===== config.mk =====
export PLATFORM = sky130hd
export DESIGN_NAME = conv_loop_top
export DESIGN_NICKNAME = d
export VERILOG_FILES = /design/src/common/conv_pkg.sv /design/src/loop_buffer/fmap_ram.sv /design/src/loop_buffer/loop_buffer.sv /design/src/conv_loop_top.sv /design/src/mac_engine.sv /design/src/out_fifo.sv
export SDC_FILE = /design/constraint.sdc
export NUM_CORES = 1
export LEC_CHECK = 0
export BUFFER_PORTS_ARGS = -buffer_cell sky130_fd_sc_hd__clkbuf_2
export CAP_MARGIN = 10
export CORE_UTILIZATION = 45
export CTS_CLUSTER_SIZE = 16
export DETAILED_ROUTE_END_ITERATION = 7
export PLACE_DENSITY = 0.75
export SLEW_MARGIN = 20
export SYNTH_ARGS = -nofsm -noshare
export SYNTH_HDL_FRONTEND = slang
export SYNTH_SLANG_ARGS = --single-unit

===== constraint.sdc =====
create_clock -name clk -period 1.9 [get_ports clk]
set_input_delay 0.285 -clock clk [delete_from_list [all_inputs] [get_ports clk]]
set_output_delay 0.285 -clock clk [all_outputs]
set_load 0.02 [all_outputs]

===== src/weights.hex =====
// One signed 8-bit weight per line, line o*CH_IN+c holds weight(o,c)
03
fe
7f
80
11
f5
00
2a
81
19
e7
05
40
c3
0c
f9

===== src/common/conv_pkg.sv =====
package conv_pkg;

	////////////////////
	// Map geometry

	localparam int IMAGE_WIDTH = 4;
	localparam int IMAGE_SIZE  = IMAGE_WIDTH * IMAGE_WIDTH;
	localparam int CH_IN       = 4;
	localparam int CH_OUT      = 4;

	// One full map, channel innermost
	localparam int MAP_DEPTH   = IMAGE_SIZE * CH_IN;

	// Result buffering at the output
	localparam int FIFO_DEPTH  = 4;

	////////////////////
	// Datapath widths

	localparam int PXL_W  = 8;
	localparam int WGT_W  = 8;
	localparam int ACC_W  = 20;
	localparam int ADDR_W = $clog2(MAP_DEPTH);
	localparam int CIN_W  = $clog2(CH_IN);
	localparam int COUT_W = $clog2(CH_OUT);

	typedef logic signed [PXL_W-1:0] pxl_t;
	typedef logic signed [WGT_W-1:0] wgt_t;
	typedef logic signed [ACC_W-1:0] acc_t;

	typedef logic [ADDR_W-1:0] addr_t;
	typedef logic [CIN_W-1:0]  cin_t;
	typedef logic [COUT_W-1:0] cout_t;

	////////////////////
	// Loop buffer FSM

	// LOAD fills the RAM, REPLAY streams it once per output channel
	typedef enum logic [0:0] {
		LOAD   = 1'b0,
		REPLAY = 1'b1
	} buf_state_t;

endpackage


===== src/loop_buffer/fmap_ram.sv =====
`timescale 1ns/1ps

module fmap_ram (
	input  logic            clk,
	input  logic            ram_en,
	input  logic            ram_we,
	input  conv_pkg::addr_t ram_addr,
	input  conv_pkg::pxl_t  ram_wdata,
	output conv_pkg::pxl_t  ram_rdata
);

	// One feature map, pixel-major
	conv_pkg::pxl_t mem [conv_pkg::MAP_DEPTH];

	////////////////////
	// Single port access

	// Read-first port returns the old contents on a write
	always_ff @(posedge clk) begin
		if (ram_en) begin
			if (ram_we) begin
				mem[ram_addr] <= ram_wdata;
			end
			ram_rdata <= mem[ram_addr];
		end
	end

	// Output register keeps its value while ram_en is low

endmodule


===== src/loop_buffer/loop_buffer.sv =====
`timescale 1ns/1ps

module loop_buffer (
	input  logic              clk,
	input  logic              reset,
	input  logic              in_valid,
	input  conv_pkg::pxl_t    in_data,
	output logic              in_ready,
	output logic              rep_valid,
	output conv_pkg::pxl_t    rep_data,
	output conv_pkg::cin_t    rep_cin,
	output conv_pkg::cout_t   rep_cout,
	input  logic              rep_ready
);

	conv_pkg::buf_state_t state;
	conv_pkg::addr_t      addr;
	conv_pkg::cout_t      rep_cnt;
	logic                 rd_done;

	logic in_fire;
	logic rd_issue;
	logic rd_move;
	logic rep_fire;
	logic last_addr;
	logic last_pass;

	// RAM port
	logic            ram_en;
	logic            ram_we;
	conv_pkg::addr_t ram_addr;
	conv_pkg::pxl_t  ram_wdata;
	conv_pkg::pxl_t  ram_rdata;

	// Tags of the read sitting in the RAM output register
	logic            rd_pend;
	conv_pkg::cin_t  pend_cin;
	conv_pkg::cout_t pend_cout;
	logic            pend_last;

	// Holding register in front of the MAC
	logic            hold_valid;
	conv_pkg::pxl_t  hold_data;
	conv_pkg::cin_t  hold_cin;
	conv_pkg::cout_t hold_cout;
	logic            hold_last;

	////////////////////
	// Handshakes

	assign in_ready  = (state == conv_pkg::LOAD);
	assign in_fire   = in_valid && in_ready;
	assign last_addr = (addr == conv_pkg::addr_t'(conv_pkg::MAP_DEPTH - 1));
	assign last_pass = (rep_cnt == conv_pkg::cout_t'(conv_pkg::CH_OUT - 1));
	assign rep_fire  = hold_valid && rep_ready;

	// RAM output moves on when the holding register is free or draining
	assign rd_move  = rd_pend && (!hold_valid || rep_ready);
	// New read only if the RAM output register gets emptied this cycle
	assign rd_issue = (state == conv_pkg::REPLAY) && !rd_done && (!rd_pend || rd_move);

	assign ram_en    = in_fire || rd_issue;
	assign ram_we    = in_fire;
	assign ram_addr  = addr;
	assign ram_wdata = in_data;

	fmap_ram u_fmap_ram (
		.clk       (clk),
		.ram_en    (ram_en),
		.ram_we    (ram_we),
		.ram_addr  (ram_addr),
		.ram_wdata (ram_wdata),
		.ram_rdata (ram_rdata)
	);

	////////////////////
	// Control FSM

	always_ff @(posedge clk) begin
		if (reset) begin
			state   <= conv_pkg::LOAD;
			addr    <= '0;
			rep_cnt <= '0;
			rd_done <= 1'b0;
		end else begin
			case (state)
				conv_pkg::LOAD: begin
					if (in_fire) begin
						addr <= last_addr ? '0 : addr + 1'b1;
						if (last_addr) begin
							state <= conv_pkg::REPLAY;
						end
					end
				end
				conv_pkg::REPLAY: begin
					if (rd_issue) begin
						if (last_addr) begin
							// End of one sweep, next output channel
							addr    <= '0;
							rep_cnt <= rep_cnt + 1'b1;
							rd_done <= last_pass;
						end else begin
							addr <= addr + 1'b1;
						end
					end
					// Back to loading once the final value has left
					if (rep_fire && hold_last) begin
						state   <= conv_pkg::LOAD;
						rep_cnt <= '0;
						rd_done <= 1'b0;
					end
				end
				default: state <= conv_pkg::LOAD;
			endcase
		end
	end

	////////////////////
	// Read pipeline

	always_ff @(posedge clk) begin
		if (reset) begin
			rd_pend    <= 1'b0;
			hold_valid <= 1'b0;
		end else begin
			if (rd_issue) begin
				rd_pend <= 1'b1;
			end else if (rd_move) begin
				rd_pend <= 1'b0;
			end
			if (rd_move) begin
				hold_valid <= 1'b1;
			end else if (rep_fire) begin
				hold_valid <= 1'b0;
			end
		end
	end

	// Tags travel alongside the read data
	always_ff @(posedge clk) begin
		if (rd_issue) begin
			pend_cin  <= addr[conv_pkg::CIN_W-1:0];
			pend_cout <= rep_cnt;
			pend_last <= last_addr && last_pass;
		end
		if (rd_move) begin
			hold_data <= ram_rdata;
			hold_cin  <= pend_cin;
			hold_cout <= pend_cout;
			hold_last <= pend_last;
		end
	end

	assign rep_valid = hold_valid;
	assign rep_data  = hold_data;
	assign rep_cin   = hold_cin;
	assign rep_cout  = hold_cout;

endmodule


===== src/conv_loop_top.sv =====
`timescale 1ns/1ps

module conv_loop_top (
	input  logic           clk,
	input  logic           reset,
	input  logic           in_valid,
	input  conv_pkg::pxl_t in_data,
	output logic           in_ready,
	output logic           out_valid,
	output conv_pkg::acc_t out_data,
	input  logic           out_ready
);

	// Replay stream
	logic            rep_valid;
	conv_pkg::pxl_t  rep_data;
	conv_pkg::cin_t  rep_cin;
	conv_pkg::cout_t rep_cout;
	logic            rep_ready;

	// Per-pixel sums
	logic            mac_valid;
	conv_pkg::acc_t  mac_data;
	logic            mac_ready;

	////////////////////
	// Input side

	loop_buffer u_loop_buffer (
		.clk       (clk),
		.reset     (reset),
		.in_valid  (in_valid),
		.in_data   (in_data),
		.in_ready  (in_ready),
		.rep_valid (rep_valid),
		.rep_data  (rep_data),
		.rep_cin   (rep_cin),
		.rep_cout  (rep_cout),
		.rep_ready (rep_ready)
	);

	////////////////////
	// Processing

	mac_engine u_mac_engine (
		.clk       (clk),
		.reset     (reset),
		.rep_valid (rep_valid),
		.rep_data  (rep_data),
		.rep_cin   (rep_cin),
		.rep_cout  (rep_cout),
		.rep_ready (rep_ready),
		.mac_valid (mac_valid),
		.mac_data  (mac_data),
		.mac_ready (mac_ready)
	);

	////////////////////
	// Output side

	out_fifo u_out_fifo (
		.clk      (clk),
		.reset    (reset),
		.wr_valid (mac_valid),
		.wr_data  (mac_data),
		.wr_ready (mac_ready),
		.rd_valid (out_valid),
		.rd_data  (out_data),
		.rd_ready (out_ready)
	);

endmodule


===== src/mac_engine.sv =====
`timescale 1ns/1ps

module mac_engine (
	input  logic            clk,
	input  logic            reset,
	input  logic            rep_valid,
	input  conv_pkg::pxl_t  rep_data,
	input  conv_pkg::cin_t  rep_cin,
	input  conv_pkg::cout_t rep_cout,
	output logic            rep_ready,
	output logic            mac_valid,
	output conv_pkg::acc_t  mac_data,
	input  logic            mac_ready
);

	// Output-channel-major weight table
	conv_pkg::wgt_t weights [conv_pkg::CH_OUT * conv_pkg::CH_IN];

	logic [conv_pkg::COUT_W+conv_pkg::CIN_W-1:0] wgt_idx;
	conv_pkg::wgt_t wgt;
	conv_pkg::acc_t product;
	conv_pkg::acc_t acc;
	conv_pkg::acc_t acc_base;
	conv_pkg::acc_t acc_next;
	logic           rep_fire;
	logic           last_cin;

	initial begin
		$readmemh("/design/src/weights.hex", weights);
	end

	////////////////////
	// Multiply

	assign wgt_idx = {rep_cout, rep_cin};
	assign wgt     = weights[wgt_idx];

	// Both operands sign-extended to the accumulator width
	assign product = conv_pkg::acc_t'(rep_data) * conv_pkg::acc_t'(wgt);

	// Channel zero starts a new pixel
	assign acc_base = (rep_cin == '0) ? '0 : acc;
	assign acc_next = acc_base + product;

	////////////////////
	// Accumulate

	// Stall only when a finished sum is still waiting
	assign rep_ready = !mac_valid || mac_ready;
	assign rep_fire  = rep_valid && rep_ready;
	assign last_cin  = (rep_cin == conv_pkg::cin_t'(conv_pkg::CH_IN - 1));

	always_ff @(posedge clk) begin
		if (rep_fire) begin
			acc <= acc_next;
		end
		if (rep_fire && last_cin) begin
			mac_data <= acc_next;
		end
	end

	always_ff @(posedge clk) begin
		if (reset) begin
			mac_valid <= 1'b0;
		end else if (rep_fire && last_cin) begin
			mac_valid <= 1'b1;
		end else if (mac_ready) begin
			mac_valid <= 1'b0;
		end
	end

endmodule


===== src/out_fifo.sv =====
`timescale 1ns/1ps

module out_fifo (
	input  logic           clk,
	input  logic           reset,
	input  logic           wr_valid,
	input  conv_pkg::acc_t wr_data,
	output logic           wr_ready,
	output logic           rd_valid,
	output conv_pkg::acc_t rd_data,
	input  logic           rd_ready
);

	conv_pkg::acc_t mem [conv_pkg::FIFO_DEPTH];

	logic [$clog2(conv_pkg::FIFO_DEPTH)-1:0]   wr_ptr;
	logic [$clog2(conv_pkg::FIFO_DEPTH)-1:0]   rd_ptr;
	logic [$clog2(conv_pkg::FIFO_DEPTH+1)-1:0] count;
	logic full;
	logic wr_fire;
	logic rd_fire;

	assign full     = (count == conv_pkg::FIFO_DEPTH);
	assign rd_valid = (count != '0);
	assign rd_data  = mem[rd_ptr];

	// A full FIFO still takes a write when the head leaves this cycle
	assign wr_ready = !full || rd_ready;
	assign wr_fire  = wr_valid && wr_ready;
	assign rd_fire  = rd_valid && rd_ready;

	////////////////////
	// Storage

	always_ff @(posedge clk) begin
		if (wr_fire) begin
			mem[wr_ptr] <= wr_data;
		end
	end

	////////////////////
	// Pointers

	// Depth is a power of two, pointers wrap on their own
	always_ff @(posedge clk) begin
		if (reset) begin
			wr_ptr <= '0;
			rd_ptr <= '0;
			count  <= '0;
		end else begin
			if (wr_fire) begin
				wr_ptr <= wr_ptr + 1'b1;
			end
			if (rd_fire) begin
				rd_ptr <= rd_ptr + 1'b1;
			end
			if (wr_fire && !rd_fire) begin
				count <= count + 1'b1;
			end else if (rd_fire && !wr_fire) begin
				count <= count - 1'b1;
			end
		end
	end

endmodule


Word level (Yosys, flattened, before mapping)
Memory sizes are Yosys's and may differ from the RTL's. A register that Yosys moved wholly into a read port is not among the register bits.
Cells that the tools add are included.
{ "word_totals": {"regBits": 74, "wordCells": 98, "in_bits": 12, "memories": 2, "output_inout_bits": 22, "mem_bits_rw": 592} }
{ "mem_list": {"columns": ["memory", "depth", "word_bits", "rd", "rd_clocked_by_memory_dff", "write_ports", "line", "source"], "rows": [
  ["u_loop_buffer.u_fmap_ram.mem", 64, 8, 1, 1, 1, "fmap_ram.sv:13", "conv_pkg::pxl_t mem [conv_pkg::MAP_DEPTH];"],
  ["u_out_fifo.mem", 4, 20, 1, 1, 1, "out_fifo.sv:14", "conv_pkg::acc_t mem [conv_pkg::FIFO_DEPTH];"]
]} }
{ "op_classes": {"bitwise_logic": 1, "mux": 30, "n_addsub": 7, "n_reduce_logical": 34, "n_eq_ne": 6, "n_mul": 1} }
{ "ops": {"columns": ["operator", "count"], "rows": [
  ["adder 20 bit", 1],
  ["2-to-1 mux 20 bit", 1],
  ["2-to-1 mux 6 bit", 3],
  ["2-to-1 mux 1 bit", 17],
  ["multiplier 8 x 8 -> 16 bit, second input constant", 1],
  ["logical AND 1 bit", 12],
  ["case mux 6 bit (2 select lines)", 1],
  ["nonzero test 2 bit", 6],
  ["2-to-1 mux 2 bit", 5],
  ["logical NOT 1 bit", 7],
  ["adder 2 x 1 -> 2 bit, second input constant", 3],
  ["adder 6 x 1 -> 6 bit, second input constant", 1],
  ["equality test 6 bit, second input constant", 1],
  ["2-to-1 mux 3 bit", 2],
  ["logical OR 1 bit", 5],
  ["equality test 2 bit, second input constant", 2],
  ["!= test 2 bit, second input constant", 2],
  ["adder 3 x 1 -> 3 bit, second input constant", 1],
  ["equality test 3 bit, second input constant", 1],
  ["AND reduction 3 bit", 1],
  ["nonzero test 3 bit", 1],
  ["subtractor 3 x 1 -> 3 bit, second input constant", 1],
  ["logical NOT 2 bit", 1],
  ["case mux 1 bit (2 select lines)", 1],
  ["other kinds (2)", 2]
]} }

Depth between registers and ports, before layout
Gate-level depths: netlist of the first run.
{ "depth": {"ltp_word": 11, "mapped_depth": 8, "depth_no_buf": 8} }

Modules after synthesis
A second synthesis of the first run with hierarchy kept.
{ "hier_totals": {"hier_cells": 1461, "area_unflattened_um2": 25062.8} }
{ "modules_own_cells": {"columns": ["mod", "n_inst", "seq_area_each_um2", "area_per_inst_um2", "cells_each"], "rows": [
  ["fmap_ram", 1, 15615.0, 20368.3, 1195],
  ["out_fifo", 1, 2582.5, 3349.5, 152],
  ["loop_buffer", 1, 780.7, 1143.6, 89],
  ["mac_engine", 1, 20.0, 201.4, 25]
]} }

Least setup slack after synthesis of the first run
No wires, ideal clock.
{ "synth_path": {"path_type": "register to register", "start": "register u_out_fifo.count[1] (netlist bit)", "end": "register u_out_fifo.count[2] (netlist bit)", "setup_slack_ns": -0.215, "required_time_ns": 1.829, "setup_time_ns": 0.071, "period_less_slack_ns": 2.115, "arrival_time_ns": 2.045, "path_stages_with_launch": 9, "n_path_buf": 0, "cell_sequence": "dfxtp_1 -> or3_1 -> nand2_1 -> ha_1 -> inv_1 -> fa_1 -> xor2_1 -> or3_1 -> a21oi_1"} }
{ "synth_between": {"elab_cells_between_ends": 15, "cone_classes": "2 x add/sub; 1 x eq/ne; 2 x mux; 10 x reduce/logical"} }
{ "synth_rtl": {"columns": ["element", "line", "source"], "rows": [
  ["start, declared", "out_fifo.sv:18", "logic [$clog2(conv_pkg::FIFO_DEPTH+1)-1:0] count;"],
  ["start signal, assigned", "out_fifo.sv:58", "count <= count + 1'b1;"],
  ["start signal, assigned", "out_fifo.sv:60", "count <= count - 1'b1;"],
  ["nonzero test 3 bit (*)", "out_fifo.sv:24", "assign rd_valid = (count != '0);"],
  ["net out_valid", "conv_loop_top.sv:9", "output logic out_valid,"],
  ["logical AND 1 bit (*)", "out_fifo.sv:30", "assign rd_fire = rd_valid && rd_ready;"],
  ["logical NOT 1 bit", "out_fifo.sv:57", "if (wr_fire && !rd_fire) begin"],
  ["logical AND 1 bit", "out_fifo.sv:57", null],
  ["2-to-1 mux 3 bit / nonzero test 2 bit (equally long branches)", null, null]
]} }
Mark *: on every way through the listed nets, which the timed path passes. The rest lies on a longest branch. The select of a mux whose other input is x is not followed.
A chain may end at the register's enable or synchronous reset.

Worst setup path in the final report of the first run
{ "layout_path": {"start": "register u_out_fifo.count[0] (netlist bit)", "end": "register u_out_fifo.count[2] (netlist bit)"} }
{ "layout_between": {"elab_chain_cells": 7, "elab_cells_between_ends": 15, "cone_classes": "2 x add/sub; 1 x eq/ne; 2 x mux; 10 x reduce/logical"} }
{ "layout_rtl": {"columns": ["element"], "rows": [
  ["parallel branches: the longest is 7 deep, another holds subtractor 3 x 1 -> 3 bit"]
]} }
Several ways; the timed one is not identified. The select of a mux whose other input is x is not followed.

==> impl_summary.log, run 1 <==
[metrics] outcome: finished with violations
[metrics] failing checks: negative setup slack
[metrics] main combinational cell family by area after synthesis: simple AND/OR/NAND/NOR gates
[metrics] maximum level of the CTS H-tree: 1
[metrics] transition time of the tightest slew-check pin: 497 ps
[metrics] f_max: 503 MHz
[metrics] required time at the worst-slack endpoint: 2150 ps
[metrics] worst-case setup margin in the final layout: -87.8 ps
[metrics] start point of the critical path: u_out_fifo.count[0]
[metrics] sequential group share of total power: 62.9%
[metrics] switching share of total power: 26.1%
[metrics] DRC viols: 0
[metrics] clk slew on worst S/H paths: 130 ps
[metrics] Leakage: 0.550 nW
[metrics] commonest non-fill, non-tap cell in the layout: conb_1
[metrics] number of inserted diodes: 0
[metrics] combinational cell fraction of total power: 8.7%
[metrics] synthesized-area fraction occupied by ao, oa, aoi and oai cells: 13.8%
[metrics] skew final: 8.38 ps
[metrics] multiplexer fraction of the synthesized cell area: 3.53%
[metrics] number of global-route vias before repair: 827
[metrics] via count of the routed design: 878
[metrics] Synth cell types: 38
[metrics] Core Footprint: 2500 µm²
[metrics] leftover overflow at the end of global routing: 0
[metrics] Placer Congestion: 0.778
[metrics] Tightest Hold Check Type: in2reg
[metrics] standard-cell row count: 18
[metrics] Post-Synth XOR/XNOR Area: 1.45%
[metrics] Sw Pwr: 0.202 mW
[metrics] max_cap viols: 0
[metrics] utilization after layout: 54.5%
[metrics] Seq/Total Area, Yosys: 41.5%
[metrics] clock insertion delay at the later pin of the skew report: 310 ps
[metrics] total power per unit cell area: 568 nW/µm²
[metrics] post-detailed-placement cell area: 1290 µm²
[metrics] leading cell types in the layout, fill and taps excluded: 20 x conb_1, 13 x dfxtp_1, 11 x nor2_1, 8 x buf_4, 7 x nand3_1
[metrics] Post-Synth Simple-Gate Area: 19.5%
[metrics] Worst setup SP type: flip-flop
[metrics] antenna-violating nets left: 0
[metrics] cell chosen for the clock root: clkbuf_4
[metrics] number of design-rule violations left by the first detailed-router iteration: 18
[metrics] startpoint-to-endpoint class of the critical path: reg2reg
[metrics] cell-internal power: 0.572 mW
[metrics] Die ar.: 2890 µm²
[metrics] aggregate routed wire length: 2230 µm
[metrics] worst-path maximum fanout: 3
[metrics] adder-cell share of the synthesized area: 4.77%
[metrics] finished layout cell area: 1360 µm²
[metrics] RSZ-0062 raised after global routing: true
[metrics] origin of the critical flop-to-flop path: u_out_fifo.count[0]
[metrics] aggregate global-route resource usage: 16.6%
[metrics] post-placement worst setup slack: -153 ps
[metrics] final period utilization: 105%
[metrics] flops & latches, synth: 22
[metrics] CTS tree: built
[metrics] Async S/R FF share, synth: 0%
[metrics] critical path arrival: 2240 ps
[metrics] netlist area before placement: 1210 µm²
[metrics] Final Critical Period: 1990 ps
[metrics] first-pass GRT wire length: 3450 µm
[metrics] Post-Syn Instances: 127
[metrics] clock buffer count from CTS: 3
[metrics] antenna violations before repair: 0
[metrics] number of setup violations in the final report: 3
[metrics] number of hold-slack violations in the final timing report: 0
[metrics] CTS Sinks: 22
[metrics] top flip-flop cell by instance count after synthesis: dfxtp_1
[metrics] horizontal die dimension: 53.8 µm
[metrics] share of total power in the clock network: 28.4%
[metrics] die extent in y: 53.8 µm
[metrics] warning count from the yosys run: 0
[metrics] share of post-route cells with drive strength above 1: 26.4%
[metrics] critical path endpoint category: flip-flop
[metrics] worst voltage drop across the vdd grid: 332 µV
[metrics] Pins Over Slew Limit: 0
[metrics] largest net degree at the start of global routing: 16
[metrics] Pre-Repair DR Iteration Count: 4
[metrics] routed length per placed instance: 12.8 µm
[metrics] starting density of the core: 48.2%
[metrics] total I/O pin count: 34
[metrics] number of buffers added on ports: 5
[metrics] accumulated negative setup slack: -207 ps
[metrics] HPWL after DPL: 1660 µm
[metrics] total of fill cells in the finished design: 236
[metrics] Area growth syn-to-layout: 13.0%
[metrics] final net count: 161
[metrics] mean area per synthesized cell: 9.50 µm²
[metrics] Clock Path Buffers: 2
[metrics] startpoint of the most critical hold path: in_valid
[metrics] worst slew slack as a fraction of its limit: 66.8%
[metrics] DR vias/cell: 5.05
[metrics] Design Power: 0.774 mW
[metrics] count of hold buffers inserted by post-cts repair: 0
[metrics] number of enable flip-flop cells after synthesis: 6
-- worst max-delay path: stages (launching register included) --
cell     delay, ps
dfxtp_2        360
or4b_4         520
and2_4         160
ha_4           150
inv_2           50
fa_2           180
xor2_1          70
or3_1          320
a21oi_2        120
-- Yosys cell counts, drive strengths merged (3+ instances only) --
cell type	number	share of area, %
a21oi	6	2.5
and2	3	1.6
buf	20	12
dfxtp	16	27
edfxtp	6	15
ha	3	3.1
inv	7	2.4
nand2	4	1.2
nand3	7	2.9
nor2	11	3.4
nor2b	6	3.1
o21ai	6	3.4
or3	3	1.6
-- metal layers --
metal | part of all wire, % | GRT usage [%] | vias to the layer above
met2 | 55 | 30.9 | 21
met3 | 2.8 | 2.54 | 0
met1 | 42 | 18.6 | 417
met5 | 0 | 0 | -
li1 | - | - | 440
met4 | 0 | 6.58 | 0
-- cells by family (layout without fill, tap and decap cells) --
group	count (synthesis)	count (layout)
adders and majority gates	4	4
and+or+nand+nor	43	43
DFF	22	22
buffers and inverters	28	26
AOI/OAI and AO/OA	23	23
muxes	4	4
xor gates and xnor gates	2	2
other	1	20
-- registers in the layout (all words and copies together) (netlist names) --
signal and cells:
u_loop_buffer.rep_valid 1, u_loop_buffer.hold_last 1, u_loop_buffer.rd_pend 1, u_loop_buffer.pend_last 1, u_loop_buffer.state 1, u_loop_buffer.rep_cin 2
u_mac_engine.mac_valid 1, u_out_fifo.count 3, u_loop_buffer.addr 6, u_loop_buffer.rep_cnt 2, u_loop_buffer.pend_cin 2, u_loop_buffer.rd_done 1
-- what timing repair did --
item                                    CTS  global route
endpoints found under the setup margin    3             5
gates resized for setup                   3             8
pin swaps                                 1             5
setup buffers                             0             1
gates cloned                              0             0
-- power groups by stage --
stage / Sequential [mW] / Combinational, mW / Clock (mW)
2_1_floorplan: 0.496 / 0.0819 / 0
5_1_grt: 0.487 / 0.0744 / 0.243
6_report: 0.487 / 0.0672 / 0.220
3_3_place_gp: 0.497 / 0.0621 / 0
3_5_place_dp: 0.497 / 0.0641 / 0
4_1_cts: 0.487 / 0.0646 / 0.224
-- cell type report --
| cell class | instances | area, µm² | share of cell area, % |
|---|---|---|---|
| Multi-Input combinational cell | 96 | 658 | 48.3 |
| Sequential cell | 22 | 504 | 37.0 |
| Timing Repair Buffer | 15 | 108 | 7.90 |
| Tap cell | 30 | 37.5 | 2.75 |
| Inverter | 7 | 28.8 | 2.11 |
| Clock buffer | 3 | 22.5 | 1.65 |
| Clock inverter | 1 | 3.75 | 0.275 |
-- per-stage QoR --
stage / hold slack, ps / instances
2_1_floorplan: 400 / 146
3_3_place_gp: 401 / 169
3_5_place_dp: 406 / 169
4_1_cts: 271 / 173
5_1_grt: 275 / 174
6_report: 277 / 174
-- path summary, 6_finish.rpt --
check / to / slack (ps) / depth (start not counted)
setup / recovery: u_out_fifo.count[2] / -90 / 8
hold / removal: u_loop_buffer.state / 280 / 3
setup reg to reg: u_out_fifo.count[2] / -90 / 8
hold reg to reg: u_loop_buffer.rep_cin[0] / 440 / 0
Note: power is estimated with default switching activity, not from simulation.
==> run 2: changes to the inputs <==
ABC_CLOCK_PERIOD_IN_PS = 1900   (was default)
SKIP_LAST_GASP = 1   (was default)
==> impl_summary.log, run 2 (synthesis gave the netlist of run 1 again) <==
[metrics] outcome: finished with violations (unchanged)
[metrics] failing checks: negative setup slack (unchanged)
[metrics] maximum level of the CTS H-tree: 1 (unchanged)
[metrics] aggregate routed wire length: 2260 µm (was 2230 µm)
[metrics] Placer Congestion: 0.778 (unchanged)
[metrics] RSZ-0062 raised after global routing: true (unchanged)
[metrics] total power per unit cell area: 567 nW/µm² (was 568 nW/µm²)
[metrics] Worst setup SP type: flip-flop (unchanged)
[metrics] share of post-route cells with drive strength above 1: 26.4% (unchanged)
[metrics] Final Critical Period: 1990 ps (about the same)
[metrics] largest net degree at the start of global routing: 16 (unchanged)
[metrics] worst-case setup margin in the final layout: -89.9 ps (was -87.8 ps)
[metrics] topmost layer with routed signal wires: met3 (unchanged)
[metrics] total I/O pin count: 34 (unchanged)
[metrics] number of placed instances with taps included: 169 (unchanged)
[metrics] leftover overflow at the end of global routing: 0 (unchanged)
[metrics] Largest register FFs: 6 (unchanged)
[metrics] critical path endpoint category: flip-flop (unchanged)
[metrics] critical path arrival: 2240 ps (about the same)
[metrics] final net count: 161 (unchanged)
[metrics] clock buffer count from CTS: 3 (unchanged)
[metrics] first-pass GRT wire length: 3450 µm (unchanged)
[metrics] cell chosen for the clock root: clkbuf_4 (unchanged)
[metrics] Regs by FF count: u_loop_buffer.addr (6), u_out_fifo.count (3) (unchanged)
[metrics] Pre-Repair DR Iteration Count: 4 (unchanged)
[metrics] Area growth syn-to-layout: 13.0% (unchanged)
[metrics] worst-path maximum fanout: 3 (unchanged)
[metrics] clk slew on worst S/H paths: 130 ps (about the same)
[metrics] Sw Pwr: 0.201 mW (was 0.202 mW)
[metrics] DRC viols: 0 (unchanged)
[metrics] Pins Over Slew Limit: 0 (unchanged)
[metrics] Clock Path Buffers: 2 (unchanged)
[metrics] routed metal-1 wire length: 953 µm (was 940 µm)
[metrics] die extent in y: 53.8 µm (unchanged)
[metrics] horizontal die dimension: 53.8 µm (unchanged)
[metrics] Cell Count, Final, Fillers Out: 174 (unchanged)
[metrics] number of design-rule violations left by the first detailed-router iteration: 18 (unchanged)
[metrics] antenna-violating nets left: 0 (unchanged)
[metrics] HPWL after DPL: 1660 µm (unchanged)
[metrics] Core Footprint: 2500 µm² (unchanged)
[metrics] share of total power in the clock network: 28.4% (about the same)
[metrics] max_cap viols: 0 (unchanged)
[metrics] DR vias/cell: 5.12 (was 5.05)
[metrics] startpoint-to-endpoint class of the critical path: reg2reg (unchanged)
[metrics] metal3 WL: 69 µm (was 63 µm)
[metrics] Largest Register: u_loop_buffer.addr (unchanged)
[metrics] CTS Sinks: 22 (unchanged)
[metrics] utilization after layout: 54.5% (unchanged)
[metrics] Design Power: 0.773 mW (was 0.774 mW)
[metrics] Die ar.: 2890 µm² (unchanged)
[metrics] antenna violations before repair: 0 (unchanged)
[metrics] commonest non-fill, non-tap cell in the layout: conb_1 (unchanged)
[metrics] standard-cell row count: 18 (unchanged)
[metrics] final period utilization: 105% (about the same)
[metrics] skew final: 6.95 ps (was 8.38 ps)
[metrics] cell-internal power: 0.572 mW (about the same)
[metrics] Tightest Hold Check Type: in2reg (unchanged)
[metrics] leading cell types in the layout, fill and taps excluded: 20 x conb_1, 13 x dfxtp_1, 11 x nor2_1, 8 x buf_4, 7 x nand3_1 (unchanged)
[metrics] f_max: 503 MHz (about the same)
[metrics] routed length per placed instance: 13.0 µm (was 12.8 µm)
[metrics] sequential group share of total power: 63.0% (was 62.9%)
[metrics] Leakage: 0.550 nW (about the same)
[metrics] via count of the routed design: 891 (was 878)
[metrics] number of inserted diodes: 0 (unchanged)
[metrics] aggregate global-route resource usage: 16.6% (unchanged)
[metrics] CTS tree: built (unchanged)
[metrics] number of buffers added on ports: 5 (unchanged)
[metrics] number of hold-slack violations in the final timing report: 0 (unchanged)
[metrics] number of global-route vias before repair: 827 (unchanged)
[metrics] count of hold buffers inserted by post-cts repair: 0 (unchanged)
[metrics] required time at the worst-slack endpoint: 2150 ps (about the same)
[metrics] Detail Route met2 WL: 1230 µm (about the same)
[metrics] clock insertion delay at the later pin of the skew report: 310 ps (about the same)
[metrics] starting density of the core: 48.2% (unchanged)
[metrics] number of setup violations in the final report: 3 (unchanged)
[metrics] combinational cell fraction of total power: 8.7% (about the same)
[metrics] switching share of total power: 26.0% (was 26.1%)
[metrics] worst voltage drop across the vdd grid: 332 µV (about the same)
-- run 2: routing by layer --
layer / track usage, % / vias up
li1: - / 442
met1: 18.6 / 427
met2: 30.9 / 22
met3: 2.54 / 0
met4: 6.58 / 0
met5: 0 / -
-- run 2: path summary, 6_finish.rpt --
path	cells after the start	start	slack, ps	endpoint
worst min register to register	0	u_loop_buffer.pend_cin[0]	440	u_loop_buffer.rep_cin[0]
worst min-delay path	3	in_valid	280	u_loop_buffer.state
worst max-delay path	8	u_out_fifo.count[0]	-90	u_out_fifo.count[2]
worst max register to register	8	u_out_fifo.count[0]	-90	u_out_fifo.count[2]
-- run 2: power groups by stage --
stage               logic, mW  clock network [mW]  registers, mW
finish                 0.0668               0.219          0.487
global route           0.0741               0.243          0.487
CTS                    0.0646               0.224          0.487
detailed placement     0.0641                   0          0.497
global placement       0.0621                   0          0.497
floorplan              0.0819                   0          0.496
-- run 2: layout make-up --
| class | instances | area [µm²] |
|---|---|---|
| inverter | 7 | 28.8 |
| multi-input combinational | 96 | 658 |
| fill | 236 | 1140 |
| clock inverter | 1 | 3.75 |
| tap | 30 | 37.5 |
| sequential | 22 | 504 |
| clock buffer | 3 | 22.5 |
| timing repair buffer | 15 | 108 |
-- run 2: stage by stage --
stage	hold slack (ps)	TNS (ps)	area [µm²]	setup slack (ps)
floorplan	400	-102	1310	-58.6
global placement	401	-228	1290	-104
detailed placement	406	-368	1290	-153
CTS	271	-185	1320	-107
global route	275	-498	1360	-168
finish	278	-201	1360	-89.9
-- run 2: critical path, cell delays in order, from the launching register on --
cell and delay [ps]:
dfxtp_2 350, or4b_4 520, and2_4 160, ha_4 150, inv_2 50, fa_2 180, xor2_1 70, or3_1 320
a21oi_2 120
-- run 2: timing repair --
action / 4_1_cts / 5_1_grt
gates cloned: 0 / 0
resized for setup: 3 / 7
pin swaps: 1 / 5
buffers inserted: 0 / 1
setup endpoints to repair: 3 / 5
==> run 3: changes to the inputs <==
CORE_MARGIN = 2   (was default)
==> impl_summary.log, run 3 (synthesis gave the netlist of run 1 again) <==
[metrics] Die ar.: 3110 µm² (was 2890 µm²)
[metrics] post-placement worst setup slack: -162 ps (was -153 ps)
[metrics] CTS tree: built (unchanged)
[metrics] RSZ-0062 raised after global routing: true (unchanged)
[metrics] final period utilization: 104% (was 105%)
[metrics] number of hold-slack violations in the final timing report: 0 (unchanged)
[metrics] aggregate routed wire length: 2140 µm (was 2260 µm)
[metrics] number of setup violations in the final report: 5 (was 3)
[metrics] first-pass GRT wire length: 3660 µm (was 3450 µm)
[metrics] leftover overflow at the end of global routing: 0 (unchanged)
[metrics] clock buffer count from CTS: 3 (unchanged)
[metrics] starting density of the core: 48.2% (unchanged)
[metrics] Pre-Repair DR Iteration Count: 5 (was 4)
[metrics] Min-Delay Path Depth: 2 (was 3)
[metrics] Largest Register: u_loop_buffer.addr (unchanged)
[metrics] Leakage: 0.571 nW (was 0.550 nW)
[metrics] horizontal die dimension: 55.8 µm (was 53.8 µm)
[metrics] CTS Sinks: 22 (unchanged)
[metrics] critical path arrival: 2220 ps (was 2240 ps)
[metrics] finished layout cell area: 1390 µm² (was 1360 µm²)
[metrics] cell type of the slowest stage on the worst timing path: or4b_4 (unchanged)
[metrics] worst-path maximum fanout: 4 (was 3)
[metrics] DR vias/cell: 5.01 (was 5.12)
[metrics] number of placed instances with taps included: 170 (was 169)
[metrics] multi-input logic area: 639 µm² (was 658 µm²)
[metrics] post-detailed-placement cell area: 1290 µm² (about the same)
[metrics] outcome: finished with violations (unchanged)
[metrics] Pins Over Slew Limit: 0 (unchanged)
[metrics] maximum level of the CTS H-tree: 1 (unchanged)
[metrics] die extent in y: 55.8 µm (was 53.8 µm)
[metrics] via count of the routed design: 887 (was 891)
[metrics] worst voltage drop across the vdd grid: 571 µV (was 332 µV)
[metrics] f_max: 505 MHz (was 503 MHz)
[metrics] DRC viols: 0 (unchanged)
[metrics] Critical Path Stages: 8 (unchanged)
[metrics] Placer Congestion: 0.802 (was 0.778)
[metrics] number of global-route vias before repair: 899 (was 827)
[metrics] total of fill cells in the finished design: 230 (was 236)
[metrics] Area growth syn-to-layout: 15.4% (was 13.0%)
[metrics] skew final: 2.17 ps (was 6.95 ps)
[metrics] largest net degree at the start of global routing: 14 (was 16)
[metrics] Tightest Hold Check Type: in2reg (unchanged)
[metrics] endpoint with the worst hold slack: u_out_fifo.count[1] (was u_loop_buffer.state)
[metrics] HPWL after DPL: 1640 µm (was 1660 µm)
[metrics] total power per unit cell area: 646 nW/µm² (was 567 nW/µm²)
[metrics] Clock Path Buffers: 2 (unchanged)
[metrics] failing checks: negative setup slack (unchanged)
[metrics] share of post-route cells with drive strength above 1: 25.9% (was 26.4%)
[metrics] worst-case setup margin in the final layout: -80.4 ps (was -89.9 ps)
[metrics] max incr delay on CP: 520 ps (about the same)
[metrics] startpoint of the most critical hold path: reset (was in_valid)
[metrics] reg2reg end: u_out_fifo.count[2] (unchanged)
[metrics] tightest hold margin: 224 ps (was 278 ps)
[metrics] slack of the worst reg-to-reg path: -80 ps (was -90 ps)
[metrics] Regs by FF count: u_loop_buffer.addr (6), u_out_fifo.count (3) (unchanged)
[metrics] origin of the critical flop-to-flop path: u_out_fifo.count[0] (unchanged)
[metrics] commonest non-fill, non-tap cell in the layout: conb_1 (unchanged)
[metrics] utilization after layout: 55.7% (was 54.5%)
[metrics] depth of the most critical reg-to-reg path: 8 (unchanged)
[metrics] leading cell types in the layout, fill and taps excluded: 20 x conb_1, 13 x dfxtp_1, 12 x buf_4, 11 x nor2_1, 7 x nand3_1 (was 20 x conb_1, 13 x dfxtp_1, 11 x nor2_1, 8 x buf_4, 7 x nand3_1)
[metrics] max_cap viols: 0 (unchanged)
[metrics] critical path's top delay family: simple AND/OR/NAND/NOR gates (unchanged)
[metrics] antenna violations before repair: 0 (unchanged)
[metrics] standard-cell row count: 18 (unchanged)
[metrics] Worst setup SP type: flip-flop (unchanged)
[metrics] Cell Count, Final, Fillers Out: 177 (was 174)
[metrics] critical path endpoint category: flip-flop (unchanged)
[metrics] required time at the worst-slack endpoint: 2140 ps (was 2150 ps)
[metrics] Register Area: 507 µm² (was 504 µm²)
[metrics] startpoint-to-endpoint class of the critical path: reg2reg (unchanged)
[metrics] clock insertion delay at the later pin of the skew report: 300 ps (was 310 ps)
[metrics] antenna-violating nets left: 0 (unchanged)
[metrics] final net count: 164 (was 161)
[metrics] cell chosen for the clock root: clkbuf_4 (unchanged)
[metrics] clk slew on worst S/H paths: 110 ps (was 130 ps)
[metrics] total I/O pin count: 34 (unchanged)
[metrics] routed length per placed instance: 12.1 µm (was 13.0 µm)
[metrics] aggregate global-route resource usage: 14.5% (was 16.6%)
[metrics] number of buffers added on ports: 5 (unchanged)
[metrics] Core Footprint: 2500 µm² (unchanged)
[metrics] chain of cells forming the critical path: or4b_4 -> and2_4 -> ha_4 -> inv_2 -> fa_2 -> xor2_1 -> or3_1 -> a21oi_1 (was or4b_4 -> and2_4 -> ha_4 -> inv_2 -> fa_2 -> xor2_1 -> or3_1 -> a21oi_2)
[metrics] number of inserted diodes: 0 (unchanged)
[metrics] CP Buf/Inv Count: 1 (unchanged)
[metrics] Final Critical Period: 1980 ps (was 1990 ps)
[metrics] Largest register FFs: 6 (unchanged)
[metrics] number of design-rule violations left by the first detailed-router iteration: 18 (unchanged)
[run 3: changes by cell type in the layout (fill, tap and decap cells not counted), sizes merged]
cell    previous run  this run
clkinv             1         0
buf               10        13
bufinv             0         1
[run 3: area by class of cell]
class	instances	share of cell area (%)
tap	30	2.70
multi-input combinational	96	46.0
clock inverter	1	2.16
sequential	22	36.4
clock buffer	3	1.62
timing repair buffer	18	9.08
inverter	7	2.07
[run 3: metrics by stage]
step	setup TNS (ps)	power (mW)
after CTS	-175	0.904
after global placement	-227	0.559
after floorplan	-102	0.578
after global routing	-702	0.935
after detailed placement	-411	0.560
final	-277	0.899
[run 3: power by group]
| group | switching (mW) | leakage [nW] | internal, mW |
|---|---|---|---|
| logic | 0.0539 | 0.353 | 0.0122 |
| registers | 0.00388 | 0.191 | 0.481 |
| clock network | 0.135 | 0.0279 | 0.213 |
[run 3: per-layer routing]
| layer | routed length (µm) | GRT usage (%) | part of all wire [%] | vias up |
|---|---|---|---|---|
| li1 | - | - | - | 449 |
| met1 | 909 | 17.0 | 43 | 421 |
| met2 | 1150 | 26.4 | 54 | 15 |
| met3 | 63 | 2.33 | 2.9 | 2 |
| met4 | 17 | 4.88 | 0.80 | 0 |
| met5 | 0 | 0 | 0 | - |
[run 3: worst max-delay path by stage]
stage	from	to	slack, ps
floorplan	u_out_fifo.count[1]	u_out_fifo.count[2]	-60
global placement	out_ready	u_out_fifo.count[2]	-100
detailed placement	out_ready	u_out_fifo.count[2]	-160
CTS	u_out_fifo.count[0]	u_out_fifo.count[2]	-110
global route	u_out_fifo.count[0]	u_out_fifo.count[2]	-180
finish	u_out_fifo.count[0]	u_out_fifo.count[2]	-80
[run 3: repair_timing]
| item | 4_1_cts | 5_1_grt |
|---|---|---|
| gates resized for setup | 1 | 4 |
| setup buffers | 2 | 1 |
| endpoints found under the setup margin | 3 | 3 |
| hold buffers | 0 | 0 |
| pin swaps | 5 | 3 |
[run 3: worst reg2reg max path, stage by stage (launching register included)]
cell and delay [ps]:
dfxtp_2 350, or4b_4 520, and2_4 160, ha_4 150, inv_2 50, fa_2 190
xor2_1 70, or3_1 300, a21oi_1 120
